[src/xt_bus_pkg.sv]
package xt_bus_pkg;

	localparam int CPU_ADDR_BITS = 20;
	localparam int SRAM_ADDR_BITS = CPU_ADDR_BITS + 1;
	localparam int BUS_BYTE_BITS = 8;
	localparam int IO_PORT_BITS = 16;
	localparam int SEGMENT_BITS = 4;
	localparam int EMS_PAGE_BITS = 6;
	localparam int EMS_SLOTS = 4;
	localparam int EMS_MAP_BITS = EMS_SLOTS * EMS_PAGE_BITS;

	// 16 KB per EMS window
	localparam int WINDOW_OFFSET_BITS = 14;

	typedef logic [CPU_ADDR_BITS-1:0] cpu_addr_t;
	// bit 20 set means an expanded-memory page
	typedef logic [SRAM_ADDR_BITS-1:0] sram_addr_t;
	typedef logic [BUS_BYTE_BITS-1:0] bus_byte_t;
	typedef logic [IO_PORT_BITS-1:0] io_port_t;
	typedef logic [SEGMENT_BITS-1:0] segment_t;
	typedef logic [EMS_PAGE_BITS-1:0] ems_page_t;
	typedef logic [$clog2(EMS_SLOTS)-1:0] ems_slot_t;
	typedef logic [EMS_MAP_BITS-1:0] ems_map_t;
	typedef logic [EMS_SLOTS-1:0] ems_enable_t;

	// four consecutive ports, one per slot
	localparam io_port_t EMS_PORT_BASE = 16'h0260;
	localparam io_port_t LPT_PORT = 16'h0378;

	localparam bus_byte_t EMS_DISABLE_CODE = 8'hff;
	// bytes below this map a page
	localparam bus_byte_t EMS_MAP_LIMIT = 8'h80;
	localparam ems_page_t EMS_PAGE_DISABLED = 6'h3f;
	localparam bus_byte_t UNMAPPED_READ = 8'hff;

	// window bases for base select 0, 1 and the rest
	localparam segment_t EMS_SEGMENT_C = 4'hc;
	localparam segment_t EMS_SEGMENT_D = 4'hd;
	localparam segment_t EMS_SEGMENT_E = 4'he;

	// printer latch idles high
	localparam bus_byte_t LPT_RESET_VALUE = 8'hff;

endpackage

[src/io_port_decoder.sv]
`timescale 1ns/1ps

module io_port_decoder (
	input  xt_bus_pkg::cpu_addr_t address_i,
	input  logic                  io_read_n_i,
	input  logic                  io_write_n_i,
	input  logic                  address_enable_n_i,
	input  logic                  ems_enabled_i,
	output logic                  ems_port_sel_o,
	output logic                  lpt_sel_o,
	output logic                  sram_sel_o
);

	import xt_bus_pkg::*;

	io_port_t io_port;
	logic io_cycle;
	logic cpu_cycle;
	logic ems_port_hit;
	logic lpt_port_hit;

	// only the low 16 bits carry an I/O port
	assign io_port = address_i[IO_PORT_BITS-1:0];

	// either strobe low makes it an I/O cycle
	assign io_cycle = ~io_read_n_i | ~io_write_n_i;

	// AEN high means DMA owns the bus
	assign cpu_cycle = ~address_enable_n_i;

	// low two bits pick the slot, so ignore them here
	assign ems_port_hit = (io_port[IO_PORT_BITS-1:2] == EMS_PORT_BASE[IO_PORT_BITS-1:2]);
	assign lpt_port_hit = (io_port == LPT_PORT);

	assign ems_port_sel_o = io_cycle & cpu_cycle & ems_enabled_i & ems_port_hit;
	assign lpt_sel_o = io_cycle & cpu_cycle & lpt_port_hit;

	// any memory cycle from the CPU lands in SRAM
	assign sram_sel_o = ~io_cycle & cpu_cycle;

endmodule

[src/ems_page_registers.sv]
`timescale 1ns/1ps

module ems_page_registers (
	input  logic                    clock,
	input  logic                    reset,
	input  logic                    ems_port_sel_i,
	input  logic                    io_write_n_i,
	input  xt_bus_pkg::ems_slot_t   slot_i,
	input  xt_bus_pkg::bus_byte_t   data_i,
	output xt_bus_pkg::ems_map_t    page_map_o,
	output xt_bus_pkg::ems_enable_t slot_enable_o,
	output xt_bus_pkg::bus_byte_t   read_byte_o
);

	import xt_bus_pkg::*;

	ems_page_t page_q [EMS_SLOTS];
	ems_enable_t enable_q;

	logic write_req;
	ems_page_t cur_page;
	logic cur_enable;
	ems_page_t next_page;
	logic next_enable;

	logic stage_write_q;
	ems_slot_t stage_slot_q;
	ems_page_t stage_page_q;
	logic stage_enable_q;

	assign write_req = ems_port_sel_i & ~io_write_n_i;

	// a staged write to the same slot is newer than the register
	always_comb begin
		if (stage_write_q && (stage_slot_q == slot_i)) begin
			cur_page = stage_page_q;
			cur_enable = stage_enable_q;
		end else begin
			cur_page = page_q[slot_i];
			cur_enable = enable_q[slot_i];
		end
	end

	// disable, map, or keep the old entry
	always_comb begin
		if (data_i == EMS_DISABLE_CODE) begin
			next_page = EMS_PAGE_DISABLED;
			next_enable = 1'b0;
		end else if (data_i < EMS_MAP_LIMIT) begin
			next_page = data_i[EMS_PAGE_BITS-1:0];
			next_enable = 1'b1;
		end else begin
			next_page = cur_page;
			next_enable = cur_enable;
		end
	end

	always_ff @(posedge clock or posedge reset) begin
		if (reset) begin
			stage_write_q <= 1'b0;
		end else begin
			stage_write_q <= write_req;
		end
	end

	always_ff @(posedge clock) begin
		stage_slot_q <= slot_i;
		stage_page_q <= next_page;
		stage_enable_q <= next_enable;
	end

	// second edge commits the staged entry
	always_ff @(posedge clock or posedge reset) begin
		if (reset) begin
			for (int i = 0; i < EMS_SLOTS; i++) begin
				page_q[i] <= '0;
			end
			enable_q <= '0;
		end else if (stage_write_q) begin
			page_q[stage_slot_q] <= stage_page_q;
			enable_q[stage_slot_q] <= stage_enable_q;
		end
	end

	// slot 0 sits in the top bits of the map
	for (genvar i = 0; i < EMS_SLOTS; i++) begin : g_pack
		assign page_map_o[(EMS_SLOTS-1-i)*EMS_PAGE_BITS +: EMS_PAGE_BITS] = page_q[i];
	end

	assign slot_enable_o = enable_q;

	assign read_byte_o = enable_q[slot_i] ?
		{{(BUS_BYTE_BITS-EMS_PAGE_BITS){1'b0}}, page_q[slot_i]} : UNMAPPED_READ;

endmodule

[src/ems_address_mapper.sv]
`timescale 1ns/1ps

module ems_address_mapper (
	input  xt_bus_pkg::cpu_addr_t   address_i,
	input  logic [1:0]              ems_base_select_i,
	input  xt_bus_pkg::ems_map_t    page_map_i,
	input  xt_bus_pkg::ems_enable_t slot_enable_i,
	input  logic                    sram_sel_i,
	input  logic                    memory_write_n_i,
	output xt_bus_pkg::sram_addr_t  sram_addr_o,
	output logic                    sram_we_n_o
);

	import xt_bus_pkg::*;

	segment_t segment;
	ems_enable_t slot_hit;
	ems_page_t hit_page;
	logic window_hit;

	always_comb begin
		case (ems_base_select_i)
			2'd0: segment = EMS_SEGMENT_C;
			2'd1: segment = EMS_SEGMENT_D;
			default: segment = EMS_SEGMENT_E;
		endcase
	end

	// 64 KB segment split into four 16 KB windows
	for (genvar k = 0; k < EMS_SLOTS; k++) begin : g_match
		assign slot_hit[k] = slot_enable_i[k] &&
			(address_i[CPU_ADDR_BITS-1:WINDOW_OFFSET_BITS] == {segment, ems_slot_t'(k)});
	end

	assign window_hit = |slot_hit;

	// at most one slot can match
	always_comb begin
		hit_page = '0;
		for (int k = 0; k < EMS_SLOTS; k++) begin
			if (slot_hit[k]) begin
				hit_page = page_map_i[(EMS_SLOTS-1-k)*EMS_PAGE_BITS +: EMS_PAGE_BITS];
			end
		end
	end

	assign sram_addr_o = window_hit ?
		{1'b1, hit_page, address_i[WINDOW_OFFSET_BITS-1:0]} : {1'b0, address_i};

	assign sram_we_n_o = ~(sram_sel_i & ~memory_write_n_i);

endmodule

[src/chipset_bus_port.sv]
`timescale 1ns/1ps

module chipset_bus_port (
	input  logic                  clock,
	input  logic                  reset,
	input  logic                  io_read_n_i,
	input  logic                  io_write_n_i,
	input  logic                  memory_read_n_i,
	input  logic                  ems_port_sel_i,
	input  logic                  lpt_sel_i,
	input  logic                  sram_sel_i,
	input  xt_bus_pkg::bus_byte_t data_i,
	input  xt_bus_pkg::bus_byte_t ems_read_byte_i,
	input  xt_bus_pkg::bus_byte_t sram_data_i,
	output xt_bus_pkg::bus_byte_t data_o,
	output logic                  data_valid_o,
	output xt_bus_pkg::bus_byte_t lpt_data_o
);

	import xt_bus_pkg::*;

	bus_byte_t lpt_q;
	bus_byte_t read_data;
	logic read_valid;
	logic ems_read;
	logic lpt_read;
	logic sram_read;
	logic lpt_write;

	assign ems_read = ems_port_sel_i & ~io_read_n_i;
	assign lpt_read = lpt_sel_i & ~io_read_n_i;
	assign sram_read = sram_sel_i & ~memory_read_n_i;
	assign lpt_write = lpt_sel_i & ~io_write_n_i;

	always_ff @(posedge clock or posedge reset) begin
		if (reset) begin
			lpt_q <= LPT_RESET_VALUE;
		end else if (lpt_write) begin
			lpt_q <= data_i;
		end
	end

	// EMS ports first, then printer, then SRAM
	always_comb begin
		read_valid = 1'b1;
		if (ems_read) begin
			read_data = ems_read_byte_i;
		end else if (lpt_read) begin
			read_data = lpt_q;
		end else if (sram_read) begin
			read_data = sram_data_i;
		end else begin
			read_valid = 1'b0;
			read_data = '0;
		end
	end

	always_ff @(posedge clock or posedge reset) begin
		if (reset) begin
			data_o <= '0;
			data_valid_o <= 1'b0;
		end else begin
			data_o <= read_data;
			data_valid_o <= read_valid;
		end
	end

	assign lpt_data_o = lpt_q;

endmodule

[src/xt_memory_chipset.sv]
`timescale 1ns/1ps

module xt_memory_chipset (
	input  logic                   clock,
	input  logic                   reset,
	input  xt_bus_pkg::cpu_addr_t  address_i,
	input  xt_bus_pkg::bus_byte_t  data_i,
	input  logic                   io_read_n_i,
	input  logic                   io_write_n_i,
	input  logic                   memory_read_n_i,
	input  logic                   memory_write_n_i,
	input  logic                   address_enable_n_i,
	input  logic                   ems_enabled_i,
	input  logic [1:0]             ems_base_select_i,
	input  xt_bus_pkg::bus_byte_t  sram_data_i,
	output xt_bus_pkg::bus_byte_t  data_o,
	output logic                   data_valid_o,
	output xt_bus_pkg::sram_addr_t sram_addr_o,
	output logic                   sram_we_n_o,
	output xt_bus_pkg::bus_byte_t  lpt_data_o
);

	import xt_bus_pkg::*;

	logic ems_port_sel;
	logic lpt_sel;
	logic sram_sel;
	ems_map_t ems_page_map;
	ems_enable_t ems_slot_enable;
	bus_byte_t ems_read_byte;

	io_port_decoder io_port_decoder_inst (
		.address_i          (address_i),
		.io_read_n_i        (io_read_n_i),
		.io_write_n_i       (io_write_n_i),
		.address_enable_n_i (address_enable_n_i),
		.ems_enabled_i      (ems_enabled_i),
		.ems_port_sel_o     (ems_port_sel),
		.lpt_sel_o          (lpt_sel),
		.sram_sel_o         (sram_sel)
	);

	// slot index comes straight from the port address
	ems_page_registers ems_page_registers_inst (
		.clock          (clock),
		.reset          (reset),
		.ems_port_sel_i (ems_port_sel),
		.io_write_n_i   (io_write_n_i),
		.slot_i         (address_i[$bits(ems_slot_t)-1:0]),
		.data_i         (data_i),
		.page_map_o     (ems_page_map),
		.slot_enable_o  (ems_slot_enable),
		.read_byte_o    (ems_read_byte)
	);

	ems_address_mapper ems_address_mapper_inst (
		.address_i         (address_i),
		.ems_base_select_i (ems_base_select_i),
		.page_map_i        (ems_page_map),
		.slot_enable_i     (ems_slot_enable),
		.sram_sel_i        (sram_sel),
		.memory_write_n_i  (memory_write_n_i),
		.sram_addr_o       (sram_addr_o),
		.sram_we_n_o       (sram_we_n_o)
	);

	chipset_bus_port chipset_bus_port_inst (
		.clock           (clock),
		.reset           (reset),
		.io_read_n_i     (io_read_n_i),
		.io_write_n_i    (io_write_n_i),
		.memory_read_n_i (memory_read_n_i),
		.ems_port_sel_i  (ems_port_sel),
		.lpt_sel_i       (lpt_sel),
		.sram_sel_i      (sram_sel),
		.data_i          (data_i),
		.ems_read_byte_i (ems_read_byte),
		.sram_data_i     (sram_data_i),
		.data_o          (data_o),
		.data_valid_o    (data_valid_o),
		.lpt_data_o      (lpt_data_o)
	);

endmodule

[config.mk]
export PLATFORM = sky130hd
export DESIGN_NAME = xt_memory_chipset
export DESIGN_NICKNAME = d
export VERILOG_FILES = /design/src/xt_bus_pkg.sv /design/src/io_port_decoder.sv /design/src/ems_page_registers.sv /design/src/ems_address_mapper.sv /design/src/chipset_bus_port.sv /design/src/xt_memory_chipset.sv
export SDC_FILE = /design/constraint.sdc
export NUM_CORES = 1
export LEC_CHECK = 0
export BUFFER_PORTS_ARGS = -buffer_cell sky130_fd_sc_hd__buf_4
export CELL_PAD_IN_SITES_DETAIL_PLACEMENT = 2
export CELL_PAD_IN_SITES_GLOBAL_PLACEMENT = 2
export CORE_MARGIN = 2
export CORE_UTILIZATION = 30
export DETAILED_ROUTE_END_ITERATION = 16
export PLACE_DENSITY_LB_ADDON = 0.1
export SETUP_SLACK_MARGIN = 0.1
export SLEW_MARGIN = 20
export SYNTH_ARGS = -nofsm -noshare
export SYNTH_HDL_FRONTEND = slang
export SYNTH_SLANG_ARGS = --single-unit
[constraint.sdc]
create_clock -name clock -period 2.87 [get_ports clock]
set_input_delay 0.287 -clock clock [delete_from_list [all_inputs] [get_ports clock]]
set_output_delay 0.287 -clock clock [all_outputs]
set_load 0.05 [all_outputs]
==> results by group <==
Run status
  • Outcome: complete, no violations

Critical path
  • Worst reg2reg path depth: 4
  • Crit path capture type: output port
  • Startpoint class of the critical path: flop
  • Data arrival, critical path: 2.28 ns
  • CP Max Fanout: 10
  • FF-to-FF End: chipset_bus_port_inst.data_o[3]
  • R2R setup slack: 1.24 ns
  • Crit path kind: flop to output port
  • R2r startpoint: ems_page_registers_inst.slot_enable_o[3]
  • Req. time, crit path: 2.58 ns

Detailed routing
  • 1st-iter DRT viols: 41
  • 1st-pass router iterations: 4
  • Final ANT Viol Nets: 0
  • Vias per cell: 5.15
  • DRC: 0
  • WL final: around 9 mm
  • Routed WL per cell: 19.9 um
  • Via count: approximately 2300

Synthesis
  • Synth Net Count: about 300
  • Number of flops mapped to enable cells by yosys: 0
  • Synth cell types: 48
  • Ys Warns: 0
  • Synthesized area: between 0.002 and 0.003 sq mm
  • #FFs+latches synth: 55
  • Main synth FF type: dfrtp_1
  • Synthesized instance count: 253
  • Sequential element share of the synthesized area: 0.453
  • Syn_area_per_cell: 11.7 sq um
  • Async SR Flop Fraction: 0.836

Floorplan
  • Die width: 103 um
  • Placeable core area: 0.00968 sq mm
  • IO Count: 85
  • Die height: 103 um
  • Die footprint: 0.0107 sq mm
  • Starting Density: 0.306
  • Core Rows: 36

Global routing
  • Total congestion overflow: 0
  • Initial antenna violation count: 0
  • GRT Util Overall: 0.176
  • Largest net degree at the start of global routing: 32
  • First-pass GRT wire length: 14.0 mm
  • Vias in the first global route: 2448

Power and ir drop
  • Pwr Density: 394 mW/mm^2
  • Peak VDD IR: 0.000244 V
  • Combinational power share: 0.155
  • Internal power: approximately 0.0011 W
  • Net Sw Power: approximately 0.00039 W
  • Sequential share of power: 0.543
  • Leakage: 1.73 nW
  • Clock power share: 0.302
  • Sw frac: 0.269

CTS
  • CTS Hold Bufs: 0
  • Latest clock arrival within the worst-skew pair: 0.30 ns
  • Maximum clock path buffer count: 2
  • CTS Buf Count: 5
  • H-tree level count: 2
  • Post_cts resized: 0
  • Setup Fix Bufs, Post-CTS: 0
  • CTS tree: done
  • Clk sinks: 55
  • Clk pin slew, worst setup/hold paths: 0.10 ns
  • Root Driver: clkbuf_8

Finish
  • # diodes: 0
  • Layout cells sized above 1: 0.369
  • Filler instances: between 1000 and 1500
  • Final net count: 365
  • Post-layout util: 0.383
  • Synthesis-to-finish area growth: 25.1%
  • Multi-input logic area: 0.00142 sq mm
  • Register area: 0.00134 sq mm

Timing
  • Slew HR: 0.423
  • Setup TNS: 0 ns
  • RSZ-0062 raised after global routing: no
  • Hold Vio Cnt, Final: 0
  • FMAX: 390 MHz
  • Final setup fails: 0
  • Slew Limit Fails: 0
  • Crit path time final: between 2 and 3 ns
  • Fin crit share: 0.894
  • Max Clock Skew: roughly 0.005 ns
  • Slew @ Worst Pin: 0.864 ns

Place
  • Placed wire-length estimate: 6.97 mm
  • # port buffers: 84
  • GPL Wtd Cong: 0.746

Hold path
  • Hold Crit Class: input pin to async pin

Run
  • Number of max-cap violations: 0
==> critical path: stages, from the launching register on <==
cell and delay [ns]:
dfrtp_1 0.59, mux4_2 0.30, nor3b_1 0.70, a2bb2oi_1 0.14, buf_4 0.24
==> cell families after synthesis <==
| kind of cell | after synthesis | synth area share |
|---|---|---|
| AO/OA/AOI/OAI | 42 | 0.111 |
| XOR/XNOR | 3 | 0.00887 |
| buffers and inverters | 35 | 0.0680 |
| flip-flops | 55 | 0.453 |
| multiplexers | 53 | 0.228 |
| AND/OR/NAND/NOR | 65 | 0.131 |
==> metal layers <==
layer  vias up  routed length (um)  track usage
met1      1200                4340        0.254
met3        10                 276       0.0208
met4         0                 101       0.0455
met2        50                4310        0.282
met5         -                   0            0
li1       1075                   -            -
==> cell type report <==
cell class	count	share of cell area
clock inverter	1	0.00101
timing repair buffer	89	0.180
multi-input combinational	163	0.383
clock buffer	7	0.0233
inverter	5	0.00540
tap	133	0.0449
sequential	55	0.362
==> state kept, by name, summed over array words and instances, names as in the netlist <==
register / flops
ems_page_registers_inst.slot_enable_o: 4
ems_page_registers_inst.stage_enable_q: 1
ems_page_registers_inst.stage_page_q: 6
chipset_bus_port_inst.lpt_data_o: 8
chipset_bus_port_inst.data_valid_o: 1
ems_page_registers_inst.stage_slot_q: 2
chipset_bus_port_inst.data_o: 8
ems_page_registers_inst.stage_write_q: 1
ems_page_registers_inst.page_map_o: 24
==> power groups by stage <==
stage          sequential (W)  clock (W)  combinational, W
2_1_floorplan        0.000810          0          0.000136
3_3_place_gp         0.000808          0          0.000228
3_5_place_dp         0.000808          0          0.000230
4_1_cts              0.000793   0.000467          0.000231
5_1_grt              0.000795   0.000485          0.000244
6_report             0.000793   0.000441          0.000226
==> worst max-delay path by stage <==
stage	from	end	slack, ns	cells past startpoint
floorplan	address_i[15]	sram_addr_o[14]	0.54	5
global placement	address_i[11]	chipset_bus_port_inst.data_o[0]	0.65	5
detailed placement	address_i[11]	chipset_bus_port_inst.data_o[7]	0.59	5
CTS	ems_page_registers_inst.slot_enable_o[3]	sram_addr_o[17]	0.33	4
global route	ems_page_registers_inst.slot_enable_o[3]	sram_addr_o[17]	0.11	4
finish	ems_page_registers_inst.slot_enable_o[3]	sram_addr_o[14]	0.30	4
==> cells in the final DEF (no fill, tap or decap), types with 2 or more instances in the layout <==
cell       netlist  final
buf_4           16     89
dfrtp_1         38     38
mux2_1          36     36
nand2_1         14     14
nand3_1          9      9
dfxtp_1          9      9
mux2i_1          8      8
mux4_2           8      8
a2bb2oi_1        8      8
dfstp_2          8      8
nor2_1           7      7
a21oi_1          7      7
a32oi_1          6      6
clkbuf_8         0      6
nor4_1           5      5
nor2b_1          4      4
inv_1            5      4
a311oi_1         4      4
a31oi_1          4      4
nor3_1           3      3
xnor2_1          3      3
and3_1           3      3
o2bb2ai_1        3      3
nand4_1          3      3
nand2b_1         2      2
or4b_4           2      2
nand3b_1         2      2
or3_1            2      2
a221o_1          2      2
a21boi_1         2      2
==> cell usage after synthesis (all sizes together), types with 2 or more instances <==
cell type  count  area, sq um
a31oi          4         25.0
dfstp          8          210
mux2i          8         80.1
mux2          37          417
nand2b         2         12.5
and3           3         18.8
a2bb2oi        8         70.1
nor4           6         52.6
dfrtp         38          951
buf           19          141
mux4           8          180
nor2           7         26.3
or2            2         12.5
nand3b         2         15.0
nand2         14         52.6
a32oi          6         52.6
a21oi          7         35.0
inv            5         18.8
nor2b          4         25.0
nor3           3         15.0
dfxtp          9          180
nand3          9         45.0
o211ai         2         20.0
nor3b          2         20.0
a21boi         2         15.0
or4b           3         37.5
nand4          3         18.8
o2bb2ai        3         26.3
or3            2         12.5
a221o          2         20.0
a311oi         4         35.0
clkbuf        11         41.3
xnor2          3         26.3
==> through the flow <==
stage / std cells / setup WS (ns) / cell area [sq um] / hold WS [ns] / power [W]
floorplan: 253 / 0.536 / 2960 / 0.315 / 0.000946
global placement: 445 / 0.652 / 3620 / 0.506 / 0.00104
detailed placement: 445 / 0.586 / 3620 / 0.373 / 0.00104
CTS: 453 / 0.329 / 3710 / 0.0284 / 0.00149
global route: 453 / 0.111 / 3710 / 0.0416 / 0.00152
finish: 453 / 0.304 / 3710 / 0.0144 / 0.00146
(Power assumes the default switching activity.)
